--- config.mk ---
export PLATFORM = sky130hd
export DESIGN_NAME = bster_insert_top
export DESIGN_NICKNAME = d
export VERILOG_FILES = /design/src/hw/bster_pkg.sv /design/src/hw/node_mem_if.sv /design/src/hw/node_alloc.sv /design/src/hw/node_format.sv /design/src/hw/node_mem_port.sv /design/src/hw/insert_ctrl.sv /design/src/hw/bster_insert_top.sv
export SDC_FILE = /design/constraint.sdc
export NUM_CORES = 1
export LEC_CHECK = 0
export BUFFER_PORTS_ARGS = -buffer_cell sky130_fd_sc_hd__buf_4
export CAP_MARGIN = 0
export CORE_MARGIN = 2
export CORE_UTILIZATION = 35
export CTS_CLUSTER_DIAMETER = 120
export DETAILED_ROUTE_END_ITERATION = 16
export HOLD_SLACK_MARGIN = 0.02
export PLACE_DENSITY = 0.69
export SYNTH_ARGS = -nofsm -noshare
export SYNTH_HDL_FRONTEND = slang
export SYNTH_SLANG_ARGS = --single-unit
--- constraint.sdc ---
create_clock -name aclk -period 6.13 [get_ports aclk]
set_clock_uncertainty 0.15 [all_clocks]
set_input_delay 1.226 -clock aclk [delete_from_list [all_inputs] [get_ports aclk]]
set_output_delay 1.226 -clock aclk [all_outputs]
set_load 0.05 [all_outputs]
--- src/hw/bster_pkg.sv ---
// ----------------------------------------------------------------------
// Shared definitions of the tree insert engine: node fields and layout,
// command codes and controller states
// ----------------------------------------------------------------------

package bster_pkg;

    localparam int TOKEN_WIDTH   = 8;
    localparam int PAYLOAD_WIDTH = 16;
    localparam int ADDR_WIDTH    = 8;
    localparam int INFO_WIDTH    = 8;
    localparam int NODE_WIDTH    = PAYLOAD_WIDTH + 3 * ADDR_WIDTH + TOKEN_WIDTH + INFO_WIDTH;

    typedef logic [TOKEN_WIDTH-1:0]   token_t;
    typedef logic [PAYLOAD_WIDTH-1:0] payload_t;
    typedef logic [ADDR_WIDTH-1:0]    addr_t;
    typedef logic [INFO_WIDTH-1:0]    info_t;
    // Payload, left, right, parent, token, info from MSB down
    typedef logic [NODE_WIDTH-1:0]    node_t;

    localparam addr_t ROOT_ADDR = '0;

    // Bit positions in the info field
    localparam int INFO_ROOT      = 3;
    localparam int INFO_IS_LEFT   = 2;
    localparam int INFO_HAS_LEFT  = 1;
    localparam int INFO_HAS_RIGHT = 0;

    typedef logic [7:0] cmd_t;
    localparam cmd_t CMD_INSERT_TOKEN = 8'h01;

    // Node word selection for a write
    localparam logic [1:0] BUILD_ROOT   = 2'd0;
    localparam logic [1:0] BUILD_PARENT = 2'd1;
    localparam logic [1:0] BUILD_CHILD  = 2'd2;

    typedef enum logic [2:0] {
        IDLE,
        INSERT,
        SEARCH,
        WR_RAM,
        RD_RAM,
        WAIT_RD,
        COMPLETE
    } ctrl_state_t;

endpackage

--- src/hw/node_mem_if.sv ---
// ----------------------------------------------------------------------
// Node access channel between the insert controller and the memory port
// ----------------------------------------------------------------------

`timescale 1ns/100ps

interface node_mem_if;

    // Held by the controller until done
    logic               req;
    logic               wr;
    bster_pkg::addr_t   addr;
    bster_pkg::node_t   wdata;

    // One-cycle end of access, read data stays valid afterwards
    logic               done;
    bster_pkg::node_t   rdata;

    modport ctrl (
        output req, wr, addr, wdata,
        input  done, rdata
    );

    modport port (
        input  req, wr, addr, wdata,
        output done, rdata
    );

endinterface

--- src/hw/node_alloc.sv ---
// ----------------------------------------------------------------------
// Node allocator: hands out addresses in order and tracks occupancy
// ----------------------------------------------------------------------

`timescale 1ns/100ps

module node_alloc #(
    parameter int unsigned MAX_NODES = 16
) (
    input  logic              aclk,
    input  logic              aresetn,
    input  logic              tree_emptied,
    input  logic              commit,
    output logic              tree_ready,
    output bster_pkg::addr_t  alloc_addr,
    output logic              full
);

    // One bit wider so a full address space can be counted
    localparam int CNT_WIDTH = bster_pkg::ADDR_WIDTH + 1;

    logic [CNT_WIDTH-1:0] count;

    assign tree_ready = (count != '0);
    assign alloc_addr = count[bster_pkg::ADDR_WIDTH-1:0];
    assign full       = (count == CNT_WIDTH'(MAX_NODES));

    always_ff @(posedge aclk or negedge aresetn) begin
        if (!aresetn) begin
            count <= '0;
        end else if (tree_emptied) begin
            count <= '0;
        end else if (commit) begin
            count <= count + 1'b1;
        end
    end

endmodule

--- src/hw/node_format.sv ---
// ----------------------------------------------------------------------
// Node formatter: splits a read node into fields and builds the root,
// parent-update and child words
// ----------------------------------------------------------------------

`timescale 1ns/100ps

module node_format (
    input  bster_pkg::node_t     rdata,
    input  logic [1:0]           build_sel,
    input  logic                 slot_right,
    input  bster_pkg::addr_t     parent_addr,
    input  bster_pkg::token_t    token_q,
    input  bster_pkg::payload_t  data_q,
    input  bster_pkg::addr_t     new_addr,
    output bster_pkg::node_t     node_word,
    output bster_pkg::token_t    rd_token,
    output bster_pkg::addr_t     rd_left,
    output bster_pkg::addr_t     rd_right,
    output logic                 rd_has_left,
    output logic                 rd_has_right
);

    bster_pkg::payload_t rd_payload;
    bster_pkg::addr_t    rd_parent;
    bster_pkg::info_t    rd_info;
    bster_pkg::info_t    upd_info;
    bster_pkg::info_t    new_info;

    assign {rd_payload, rd_left, rd_right, rd_parent, rd_token, rd_info} = rdata;

    assign rd_has_left  = rd_info[bster_pkg::INFO_HAS_LEFT];
    assign rd_has_right = rd_info[bster_pkg::INFO_HAS_RIGHT];

    always_comb begin
        // Parent keeps its flags and gains one child
        upd_info = rd_info;
        if (slot_right) begin
            upd_info[bster_pkg::INFO_HAS_RIGHT] = 1'b1;
        end else begin
            upd_info[bster_pkg::INFO_HAS_LEFT] = 1'b1;
        end

        new_info = '0;
        case (build_sel)
            bster_pkg::BUILD_ROOT: begin
                new_info[bster_pkg::INFO_ROOT] = 1'b1;
                node_word = {data_q, bster_pkg::addr_t'(0), bster_pkg::addr_t'(0),
                             bster_pkg::ROOT_ADDR, token_q, new_info};
            end
            bster_pkg::BUILD_PARENT: begin
                node_word = {rd_payload,
                             slot_right ? rd_left : new_addr,
                             slot_right ? new_addr : rd_right,
                             rd_parent, rd_token, upd_info};
            end
            default: begin
                new_info[bster_pkg::INFO_IS_LEFT] = !slot_right;
                node_word = {data_q, bster_pkg::addr_t'(0), bster_pkg::addr_t'(0),
                             parent_addr, token_q, new_info};
            end
        endcase
    end

endmodule

--- src/hw/node_mem_port.sv ---
// ----------------------------------------------------------------------
// Memory port: turns node accesses into the external RAM handshake and
// keeps the last read node
// ----------------------------------------------------------------------

`timescale 1ns/100ps

module node_mem_port (
    input  logic              aclk,
    input  logic              aresetn,
    node_mem_if.port          mem,
    output logic              mem_valid,
    input  logic              mem_ready,
    output logic              mem_wr,
    output logic              mem_rd,
    output bster_pkg::addr_t  mem_addr,
    output bster_pkg::node_t  mem_wr_data,
    input  logic              mem_rd_valid,
    output logic              mem_rd_ready,
    input  bster_pkg::node_t  mem_rd_data
);

    // Set once the RAM took the request, cleared with done
    logic             held;
    logic             rd_wait;
    logic             done_q;
    bster_pkg::node_t rdata_q;

    assign mem_valid    = mem.req && !held;
    assign mem_wr       = mem_valid && mem.wr;
    assign mem_rd       = mem_valid && !mem.wr;
    assign mem_addr     = mem.addr;
    assign mem_wr_data  = mem.wdata;
    assign mem_rd_ready = rd_wait;

    assign mem.done  = done_q;
    assign mem.rdata = rdata_q;

    always_ff @(posedge aclk or negedge aresetn) begin
        if (!aresetn) begin
            held    <= 1'b0;
            rd_wait <= 1'b0;
            done_q  <= 1'b0;
        end else begin
            done_q <= 1'b0;
            if (done_q) begin
                held <= 1'b0;
            end
            if (mem_valid && mem_ready) begin
                held <= 1'b1;
                if (mem.wr) begin
                    done_q <= 1'b1;
                end else begin
                    rd_wait <= 1'b1;
                end
            end
            if (rd_wait && mem_rd_valid) begin
                rd_wait <= 1'b0;
                done_q  <= 1'b1;
            end
        end
    end

    always_ff @(posedge aclk) begin
        if (rd_wait && mem_rd_valid) begin
            rdata_q <= mem_rd_data;
        end
    end

endmodule

--- src/hw/insert_ctrl.sv ---
// ----------------------------------------------------------------------
// Insert controller: walks the tree from the root, links the new node
// into its parent and writes it, one memory access at a time
// ----------------------------------------------------------------------

`timescale 1ns/100ps

module insert_ctrl (
    input  logic                 aclk,
    input  logic                 aresetn,
    input  logic                 req_valid,
    output logic                 req_ready,
    input  bster_pkg::cmd_t      req_cmd,
    input  bster_pkg::token_t    req_token,
    input  bster_pkg::payload_t  req_data,
    output logic                 cpl_valid,
    input  logic                 cpl_ready,
    output logic                 cpl_status,
    node_mem_if.ctrl             mem,
    input  logic                 tree_ready,
    input  logic                 alloc_full,
    input  bster_pkg::addr_t     alloc_addr,
    output logic                 alloc_commit,
    input  bster_pkg::token_t    rd_token,
    input  bster_pkg::addr_t     rd_left,
    input  bster_pkg::addr_t     rd_right,
    input  logic                 rd_has_left,
    input  logic                 rd_has_right,
    output logic                 slot_right,
    output logic [1:0]           build_sel,
    output bster_pkg::addr_t     parent_addr,
    output bster_pkg::token_t    token_q,
    output bster_pkg::payload_t  data_q,
    input  bster_pkg::node_t     node_word
);

    bster_pkg::ctrl_state_t state;
    // State to resume once the memory access ends
    bster_pkg::ctrl_state_t ret_state;
    bster_pkg::addr_t       addr_q;
    logic                   found;
    logic                   parent_written;
    logic                   accept;

    assign req_ready = (state == bster_pkg::IDLE);
    assign accept    = req_valid && req_ready;
    assign cpl_valid = (state == bster_pkg::COMPLETE);

    assign mem.req   = (state == bster_pkg::WR_RAM) || (state == bster_pkg::RD_RAM);
    assign mem.wr    = (state == bster_pkg::WR_RAM);
    assign mem.addr  = addr_q;
    assign mem.wdata = node_word;

    // Root and child writes both return to COMPLETE
    assign alloc_commit = (state == bster_pkg::WR_RAM) && mem.done &&
                          (ret_state == bster_pkg::COMPLETE);

    always_ff @(posedge aclk) begin
        if (accept) begin
            token_q <= req_token;
            data_q  <= req_data;
        end
    end

    // ------------------------------------------------------------------
    // Main FSM
    // ------------------------------------------------------------------
    always_ff @(posedge aclk or negedge aresetn) begin
        if (!aresetn) begin
            state          <= bster_pkg::IDLE;
            ret_state      <= bster_pkg::IDLE;
            addr_q         <= bster_pkg::ROOT_ADDR;
            parent_addr    <= bster_pkg::ROOT_ADDR;
            found          <= 1'b0;
            parent_written <= 1'b0;
            slot_right     <= 1'b0;
            build_sel      <= bster_pkg::BUILD_ROOT;
            cpl_status     <= 1'b0;
        end else begin
            case (state)
                bster_pkg::IDLE: begin
                    if (accept) begin
                        found          <= 1'b0;
                        parent_written <= 1'b0;
                        if (req_cmd == bster_pkg::CMD_INSERT_TOKEN && !alloc_full) begin
                            cpl_status <= 1'b0;
                            state      <= bster_pkg::INSERT;
                        end else begin
                            cpl_status <= 1'b1;
                            state      <= bster_pkg::COMPLETE;
                        end
                    end
                end
                bster_pkg::INSERT: begin
                    if (!tree_ready) begin
                        build_sel <= bster_pkg::BUILD_ROOT;
                        addr_q    <= bster_pkg::ROOT_ADDR;
                        ret_state <= bster_pkg::COMPLETE;
                        state     <= bster_pkg::WR_RAM;
                    end else if (found && !parent_written) begin
                        // Parent fields are still in the read buffer
                        build_sel      <= bster_pkg::BUILD_PARENT;
                        addr_q         <= parent_addr;
                        parent_written <= 1'b1;
                        ret_state      <= bster_pkg::INSERT;
                        state          <= bster_pkg::WR_RAM;
                    end else if (found) begin
                        build_sel <= bster_pkg::BUILD_CHILD;
                        addr_q    <= alloc_addr;
                        ret_state <= bster_pkg::COMPLETE;
                        state     <= bster_pkg::WR_RAM;
                    end else begin
                        addr_q    <= bster_pkg::ROOT_ADDR;
                        ret_state <= bster_pkg::SEARCH;
                        state     <= bster_pkg::RD_RAM;
                    end
                end
                bster_pkg::SEARCH: begin
                    // Equal tokens go left
                    if (token_q <= rd_token) begin
                        if (rd_has_left) begin
                            addr_q <= rd_left;
                            state  <= bster_pkg::RD_RAM;
                        end else begin
                            found       <= 1'b1;
                            slot_right  <= 1'b0;
                            parent_addr <= addr_q;
                            state       <= bster_pkg::INSERT;
                        end
                    end else if (rd_has_right) begin
                        addr_q <= rd_right;
                        state  <= bster_pkg::RD_RAM;
                    end else begin
                        found       <= 1'b1;
                        slot_right  <= 1'b1;
                        parent_addr <= addr_q;
                        state       <= bster_pkg::INSERT;
                    end
                end
                bster_pkg::WR_RAM: begin
                    if (mem.done) begin
                        state <= ret_state;
                    end
                end
                bster_pkg::RD_RAM: begin
                    if (mem.done) begin
                        state <= bster_pkg::WAIT_RD;
                    end
                end
                // Turnaround before the read fields are compared
                bster_pkg::WAIT_RD: begin
                    state <= ret_state;
                end
                bster_pkg::COMPLETE: begin
                    if (cpl_ready) begin
                        state <= bster_pkg::IDLE;
                    end
                end
                default: begin
                    state <= bster_pkg::IDLE;
                end
            endcase
        end
    end

endmodule

--- src/hw/bster_insert_top.sv ---
// ----------------------------------------------------------------------
// Tree insert engine top level
// ----------------------------------------------------------------------

`timescale 1ns/100ps

module bster_insert_top #(
    parameter int unsigned MAX_NODES = 16
) (
    input  logic                 aclk,
    input  logic                 aresetn,
    input  logic                 req_valid,
    output logic                 req_ready,
    input  bster_pkg::cmd_t      req_cmd,
    input  bster_pkg::token_t    req_token,
    input  bster_pkg::payload_t  req_data,
    output logic                 cpl_valid,
    input  logic                 cpl_ready,
    output logic                 cpl_status,
    input  logic                 tree_emptied,
    output logic                 mem_valid,
    input  logic                 mem_ready,
    output logic                 mem_wr,
    output logic                 mem_rd,
    output bster_pkg::addr_t     mem_addr,
    output bster_pkg::node_t     mem_wr_data,
    input  logic                 mem_rd_valid,
    output logic                 mem_rd_ready,
    input  bster_pkg::node_t     mem_rd_data
);

    logic                tree_ready;
    logic                alloc_full;
    logic                alloc_commit;
    bster_pkg::addr_t    alloc_addr;
    bster_pkg::token_t   rd_token;
    bster_pkg::addr_t    rd_left;
    bster_pkg::addr_t    rd_right;
    logic                rd_has_left;
    logic                rd_has_right;
    logic                slot_right;
    logic [1:0]          build_sel;
    bster_pkg::addr_t    parent_addr;
    bster_pkg::token_t   token_q;
    bster_pkg::payload_t data_q;
    bster_pkg::node_t    node_word;

    node_mem_if mem_if ();

    insert_ctrl u_ctrl (
        .aclk         (aclk),
        .aresetn      (aresetn),
        .req_valid    (req_valid),
        .req_ready    (req_ready),
        .req_cmd      (req_cmd),
        .req_token    (req_token),
        .req_data     (req_data),
        .cpl_valid    (cpl_valid),
        .cpl_ready    (cpl_ready),
        .cpl_status   (cpl_status),
        .mem          (mem_if.ctrl),
        .tree_ready   (tree_ready),
        .alloc_full   (alloc_full),
        .alloc_addr   (alloc_addr),
        .alloc_commit (alloc_commit),
        .rd_token     (rd_token),
        .rd_left      (rd_left),
        .rd_right     (rd_right),
        .rd_has_left  (rd_has_left),
        .rd_has_right (rd_has_right),
        .slot_right   (slot_right),
        .build_sel    (build_sel),
        .parent_addr  (parent_addr),
        .token_q      (token_q),
        .data_q       (data_q),
        .node_word    (node_word)
    );

    node_format u_format (
        .rdata        (mem_if.rdata),
        .build_sel    (build_sel),
        .slot_right   (slot_right),
        .parent_addr  (parent_addr),
        .token_q      (token_q),
        .data_q       (data_q),
        .new_addr     (alloc_addr),
        .node_word    (node_word),
        .rd_token     (rd_token),
        .rd_left      (rd_left),
        .rd_right     (rd_right),
        .rd_has_left  (rd_has_left),
        .rd_has_right (rd_has_right)
    );

    node_mem_port u_port (
        .aclk         (aclk),
        .aresetn      (aresetn),
        .mem          (mem_if.port),
        .mem_valid    (mem_valid),
        .mem_ready    (mem_ready),
        .mem_wr       (mem_wr),
        .mem_rd       (mem_rd),
        .mem_addr     (mem_addr),
        .mem_wr_data  (mem_wr_data),
        .mem_rd_valid (mem_rd_valid),
        .mem_rd_ready (mem_rd_ready),
        .mem_rd_data  (mem_rd_data)
    );

    // Emptying the tree only counts while the engine is idle
    node_alloc #(
        .MAX_NODES (MAX_NODES)
    ) u_alloc (
        .aclk         (aclk),
        .aresetn      (aresetn),
        .tree_emptied (tree_emptied && req_ready),
        .commit       (alloc_commit),
        .tree_ready   (tree_ready),
        .alloc_addr   (alloc_addr),
        .full         (alloc_full)
    );

endmodule

== After elaboration in Yosys (flattened, before gate mapping) ==
Cells that the tools add are included.

* Add/sub/neg operators: 1
* $lt $le $gt $ge: 1
* Equality and inequality tests: 24
* Multiplexer cells: 54
* Reduce and logical (&&, ||, !) cells: 34

{| class="wikitable"
|+ Operators by type and width
! cell !! count
|-
| $pmux W56 S2 || 1
|-
| $mux W8 || 11
|-
| $mux W3 || 14
|-
| $pmux W3 S7 || 1
|-
| $mux W1 || 19
|-
| $mux W9 || 2
|-
| $pmux W8 S2 || 1
|-
| $eq A3 B3 Y1 const B || 4
|-
| $reduce_and A4 Y1 || 3
|-
| $reduce_bool A2 Y1 || 6
|-
| $logic_and A1 B1 Y1 || 11
|-
| $ne A2 B1 Y1 const B || 5
|-
| $add A9 B1 Y9 const B || 1
|-
| $eq A9 B5 Y1 const B || 1
|-
| $ne A3 B3 Y1 const B || 3
|-
| $reduce_bool A9 Y1 || 1
|-
| $eq A8 B1 Y1 const B || 1
|-
| $le A8 B8 Y1 || 1
|-
| $ne A2 B2 Y1 const B || 4
|-
| $eq A3 B2 Y1 const B || 2
|-
| $mux W2 || 3
|-
| $reduce_and A2 Y1 || 3
|-
| $reduce_and A3 Y1 || 2
|-
| $logic_not A1 Y1 || 5
|-
| 8 further kinds || 9
|}

* Register bits: 120
* Output and inout bits: 71
* Word-level logic and storage cells: 130

== Longest topological paths before layout ==
* Word-level depth: 6
* Depth in mapped cells: 10
* Mapped depth without buffers: 9

== Modules after synthesis ==
Synthesis repeated with hierarchy kept, for this count alone.

* Cell total of the unflattened synthesis: 606
* Area total of the unflattened synthesis: 7054.3 um2

{| class="wikitable"
|+ Modules (own cells, without submodules)
! module !! times used !! cells each !! area each (um2) !! seq. area each (um2)
|-
| insert_ctrl || 1 || 302 || 3194.3 || 1421.4
|-
| node_mem_port || 1 || 133 || 2308.5 || 1756.7
|-
| node_format || 1 || 112 || 985.9 || 0.0
|-
| node_alloc || 1 || 58 || 559.3 || 225.2
|-
| bster_insert_top || 1 || 1 || 6.3 || 0.0
|}

== Worst setup path after synthesis ==
Ideal clock, no wire load.

* Path type: flip-flop to output port
* From: register u_ctrl.build_sel[1]
* To: output mem_wr_data[10]
* Data arrival time: 1.953 ns
* Required time: 4.754 ns
* Setup slack: 2.801 ns
* Cell stages (with the launch flop): 5
* Cells stage by stage: dfrtp_1 nand2b_1 clkbuf_1 clkbuf_1 o21ai_0

* Word-level cells in the longest chain between the ends: 2

{| class="wikitable"
|+ Ends and longest elaborated chain
! item !! line !! source
|-
| from (decl) || insert_ctrl.sv:30 || <nowiki>output logic [1:0] build_sel,</nowiki>
|-
| from (signal assigned) || insert_ctrl.sv:77 || <nowiki>build_sel <= bster_pkg::BUILD_ROOT;</nowiki>
|-
| from (signal assigned) || insert_ctrl.sv:96 || <nowiki>build_sel <= bster_pkg::BUILD_ROOT;</nowiki>
|-
| from (signal assigned) || insert_ctrl.sv:102 || <nowiki>build_sel <= bster_pkg::BUILD_PARENT;</nowiki>
|-
| $eq A2 B1 Y1 or $logic_not A2 Y1 (tied branches) || n/a ||
|-
| $pmux W56 S2 * || node_format.sv:45 || <nowiki>case (build_sel)</nowiki>
|-
| to (decl) || bster_insert_top.sv:26 || <nowiki>output bster_pkg::node_t mem_wr_data,</nowiki>
|}

Mark *: on every way between the ends. The rest lies on a longest branch, timed or not.

== Worst setup path after layout ==
* From: register u_ctrl.build_sel[1]
* To: output mem_wr_data[8]

Same word-level chain as after synthesis.

==> out/summary.txt <==
DR pass1 iterations: 5
library cells used by synthesis: 53
Detailed Route Iter0 Violations: 154
Worst slew margin: 27.1%
TritonCTS clock tree: yes
first-pass GRT wire length: 21800 µm
Final GP Congestion: 0.829
M1 wire length: 5610 µm
CP arrival: 2750 ps
Yosys warnings: 0
layout cells sized above 1: 38.0%
adder-cell area share of the yosys netlist: 2.21%
fillers: 1432
std cell rows: 46
Final ANT Viol Nets: 0
die height: 131 µm
RSZ-0062 raised after global routing: false
Synth top cells by count: edfxtp_1 (80), nor2_1 (49), nand2_1 (41), dfrtp_1 (40)
Worst setup EP type: output pin
fin nets: 723
# DRC: 0
Hold Crit Start: u_ctrl.cpl_status$_DFFE_PN0P_
Post-Syn Nets: 563
Synth area leaders: edfxtp_1 (42%), dfrtp_1 (18%), mux2_2 (5.4%)
Leakage Power: 3.31 nW
PortBufs: 165
register area: 0.00340 mm²
cell area after synthesis: 0.00565 mm²
CTS Buf Count: 17
Post-CTS Setup Inserts: 0
Resized cells post-CTS: 0
worst setup margin: 2000 ps
biggest area consumer among synthesized cells: edfxtp_1
Sink Count: 120
setup violators final: 0
initial antenna violation count: 0
Setup Crit Path Kind: flip-flop to output pin
post-DP HPWL: 10000 µm
Avg Cell Area, Syn: 12.3 µm²
CP startpoint: u_ctrl.build_sel[1]$_DFFE_PN0P_
final hold vios: 0
Worst Hold Class: flip-flop to flip-flop
Synth Area in Compound Gates: 10.5%
DIE AREA: 0.0172 mm²
Top FF cell, synth: edfxtp_1
Worst Setup Start Kind: flip-flop
via count: 4111
Power Density: 433 mW/mm²
chip width: 131 µm
cell area after layout: 0.00762 mm²
DRT Wirelength: 13800 µm
Synth Area in XOR/XNOR: 0.930%
period utilization: 67.4%
CTS H-tree depth: 4
met3 WL: 1240 µm
Post-synth EDFFs: 80
worst reg-to-reg setup slack: 3200 ps
flops & latches, synth: 120
r2r startpoint: u_ctrl.token_q[3]$_DFFE_PP_
Area after DPL: 0.00706 mm²
max-slew violations: 0
worst skew pair latency: 410 ps
total gr overflow: 0
max frequency: 0.242 GHz
Layout area overhead: 34.8%
routed len/inst: 16.3 µm
highest routed layer: met4
routed wl met2: 6880 µm
largest net degree at the start of global routing: 59
CTS Buffer Depth: 2
mux cell area share after synthesis: 12.3%
Req. time, crit path: 4750 ps
Synth Area in Simple Gates: 10.4%
maxcap violations: 0
vias per inst: 4.85
Synth top area share: 42.5%
CP max FO: 53
power after layout: 0.00330 W
main combinational cell family by area after synthesis: multiplexers
ys async rst share: 33.3%
hold_ws: 369 ps
hold buffer count at CTS: 0
Sum Neg Setup Slack: 0 ps
Core Box Area: 0.0158 mm²
root buffer cell: clkbuf_16
vias in the first global route: 4278
GRT Total Usage: 16.8%
Tmin final: 4130 ps
ANT cells: 0
measured slew at the worst slew-check pin: 1090 ps
IO Pins: 166
area of the multi-input gates: 0.00206 mm²
Place WS: 2350 ps
sequential share of the synthesized area: 60.2%
Initial Util: 35.7%
most frequent cell after synthesis: edfxtp_1
VDD IR-drop max: 0.316 mV
Worst-path clk slew: 60 ps
gate count after technology mapping: 458
outcome: complete, no violations
[sequential cells by signal, summed over array words and instances (netlist names)]
name and count:
u_port.mem.done 1, u_ctrl.mem.addr 8, u_ctrl.build_sel 2, u_ctrl.parent_written 1, u_ctrl.found 1, u_port.held 1, u_ctrl.data_q 16, u_port.mem_rd_ready 1
u_alloc.count 9, u_port.mem.rdata 56, u_ctrl.cpl_status 1, u_ctrl.slot_right 1, u_ctrl.state 3, u_ctrl.parent_addr 8, u_ctrl.ret_state 3, u_ctrl.token_q 8
[cells by family (layout without fill, tap and decap cells)]
group                    count (synthesis)  count (layout)
AND/OR/NAND/NOR                        126             126
flip-flops                             120             120
AO/OA/AOI/OAI                           87              87
multiplexers                            62              62
buffers and inverters                   47             220
adder cells (fa/ha/maj)                 10              10
XOR/XNOR                                 6               6
[layout make-up]
cell class / count / share of cell area (%)
clock buffers: 18 / 5.63
clock inverters: 14 / 1.67
inverters: 21 / 1.03
multi-input cells: 291 / 27.0
flip-flops and latches: 120 / 44.7
well taps: 216 / 3.55
repair buffers: 167 / 16.5
[metrics by stage]
| stage | utilization, % | instances |
|---|---|---|
| after global placement | 44.6 | 815 |
| after floorplan | - | 458 |
| after CTS | 48.2 | 847 |
| after detailed placement | 44.6 | 815 |
| final | 48.2 | 847 |
| after global routing | 48.2 | 847 |
[path summary, 6_finish.rpt]
check | depth (start not counted) | to
worst max-delay path | 3 | mem_wr_data[8]
worst min-delay path | 1 | u_ctrl.cpl_status$_DFFE_PN0P_
worst max register to register | 7 | u_ctrl.parent_addr[6]$_DFFE_PN0P_
worst min register to register | 1 | u_ctrl.cpl_status$_DFFE_PN0P_
max in group asynchronous | 1 | u_ctrl.mem.addr[6]$_DFFE_PN0P_
min in group asynchronous | 1 | u_ctrl.cpl_status$_DFFE_PN0P_
[power by group]
part,total [W],switching (W),internal [W]
Sequential,0.00111,0.000151,0.000960
Combinational,0.00126,0.000818,0.000443
Clock,0.000927,0.000369,0.000558
Total,0.00330,0.00134,0.00196
[worst max-delay path, stage by stage (launching register included)]
cell and delay [ps]:
dfrtp_1 730, nand2b_2 970, mux2_2 430, buf_4 200
[routing by layer]
layer | track usage (%) | vias to the layer above
li1 | - | 2002
met1 | 19.2 | 1958
met2 | 28.3 | 140
met3 | 7.67 | 11
met4 | 4.94 | 0
met5 | 0 | -
[cell usage in the layout, fill, tap and decap left out, types with 9 or more instances in the layout]
cell       instances
ha_1              10
a21oi_1           13
a22oi_1            9
nor2_1            49
clkbuf_16         17
nand2_1           41
mux2i_1           27
edfxtp_1          80
inv_1             21
buf_4            167
o21ai_0           24
mux2_2            27
dfrtp_1           40
Power figures use the tool's default switching activity.
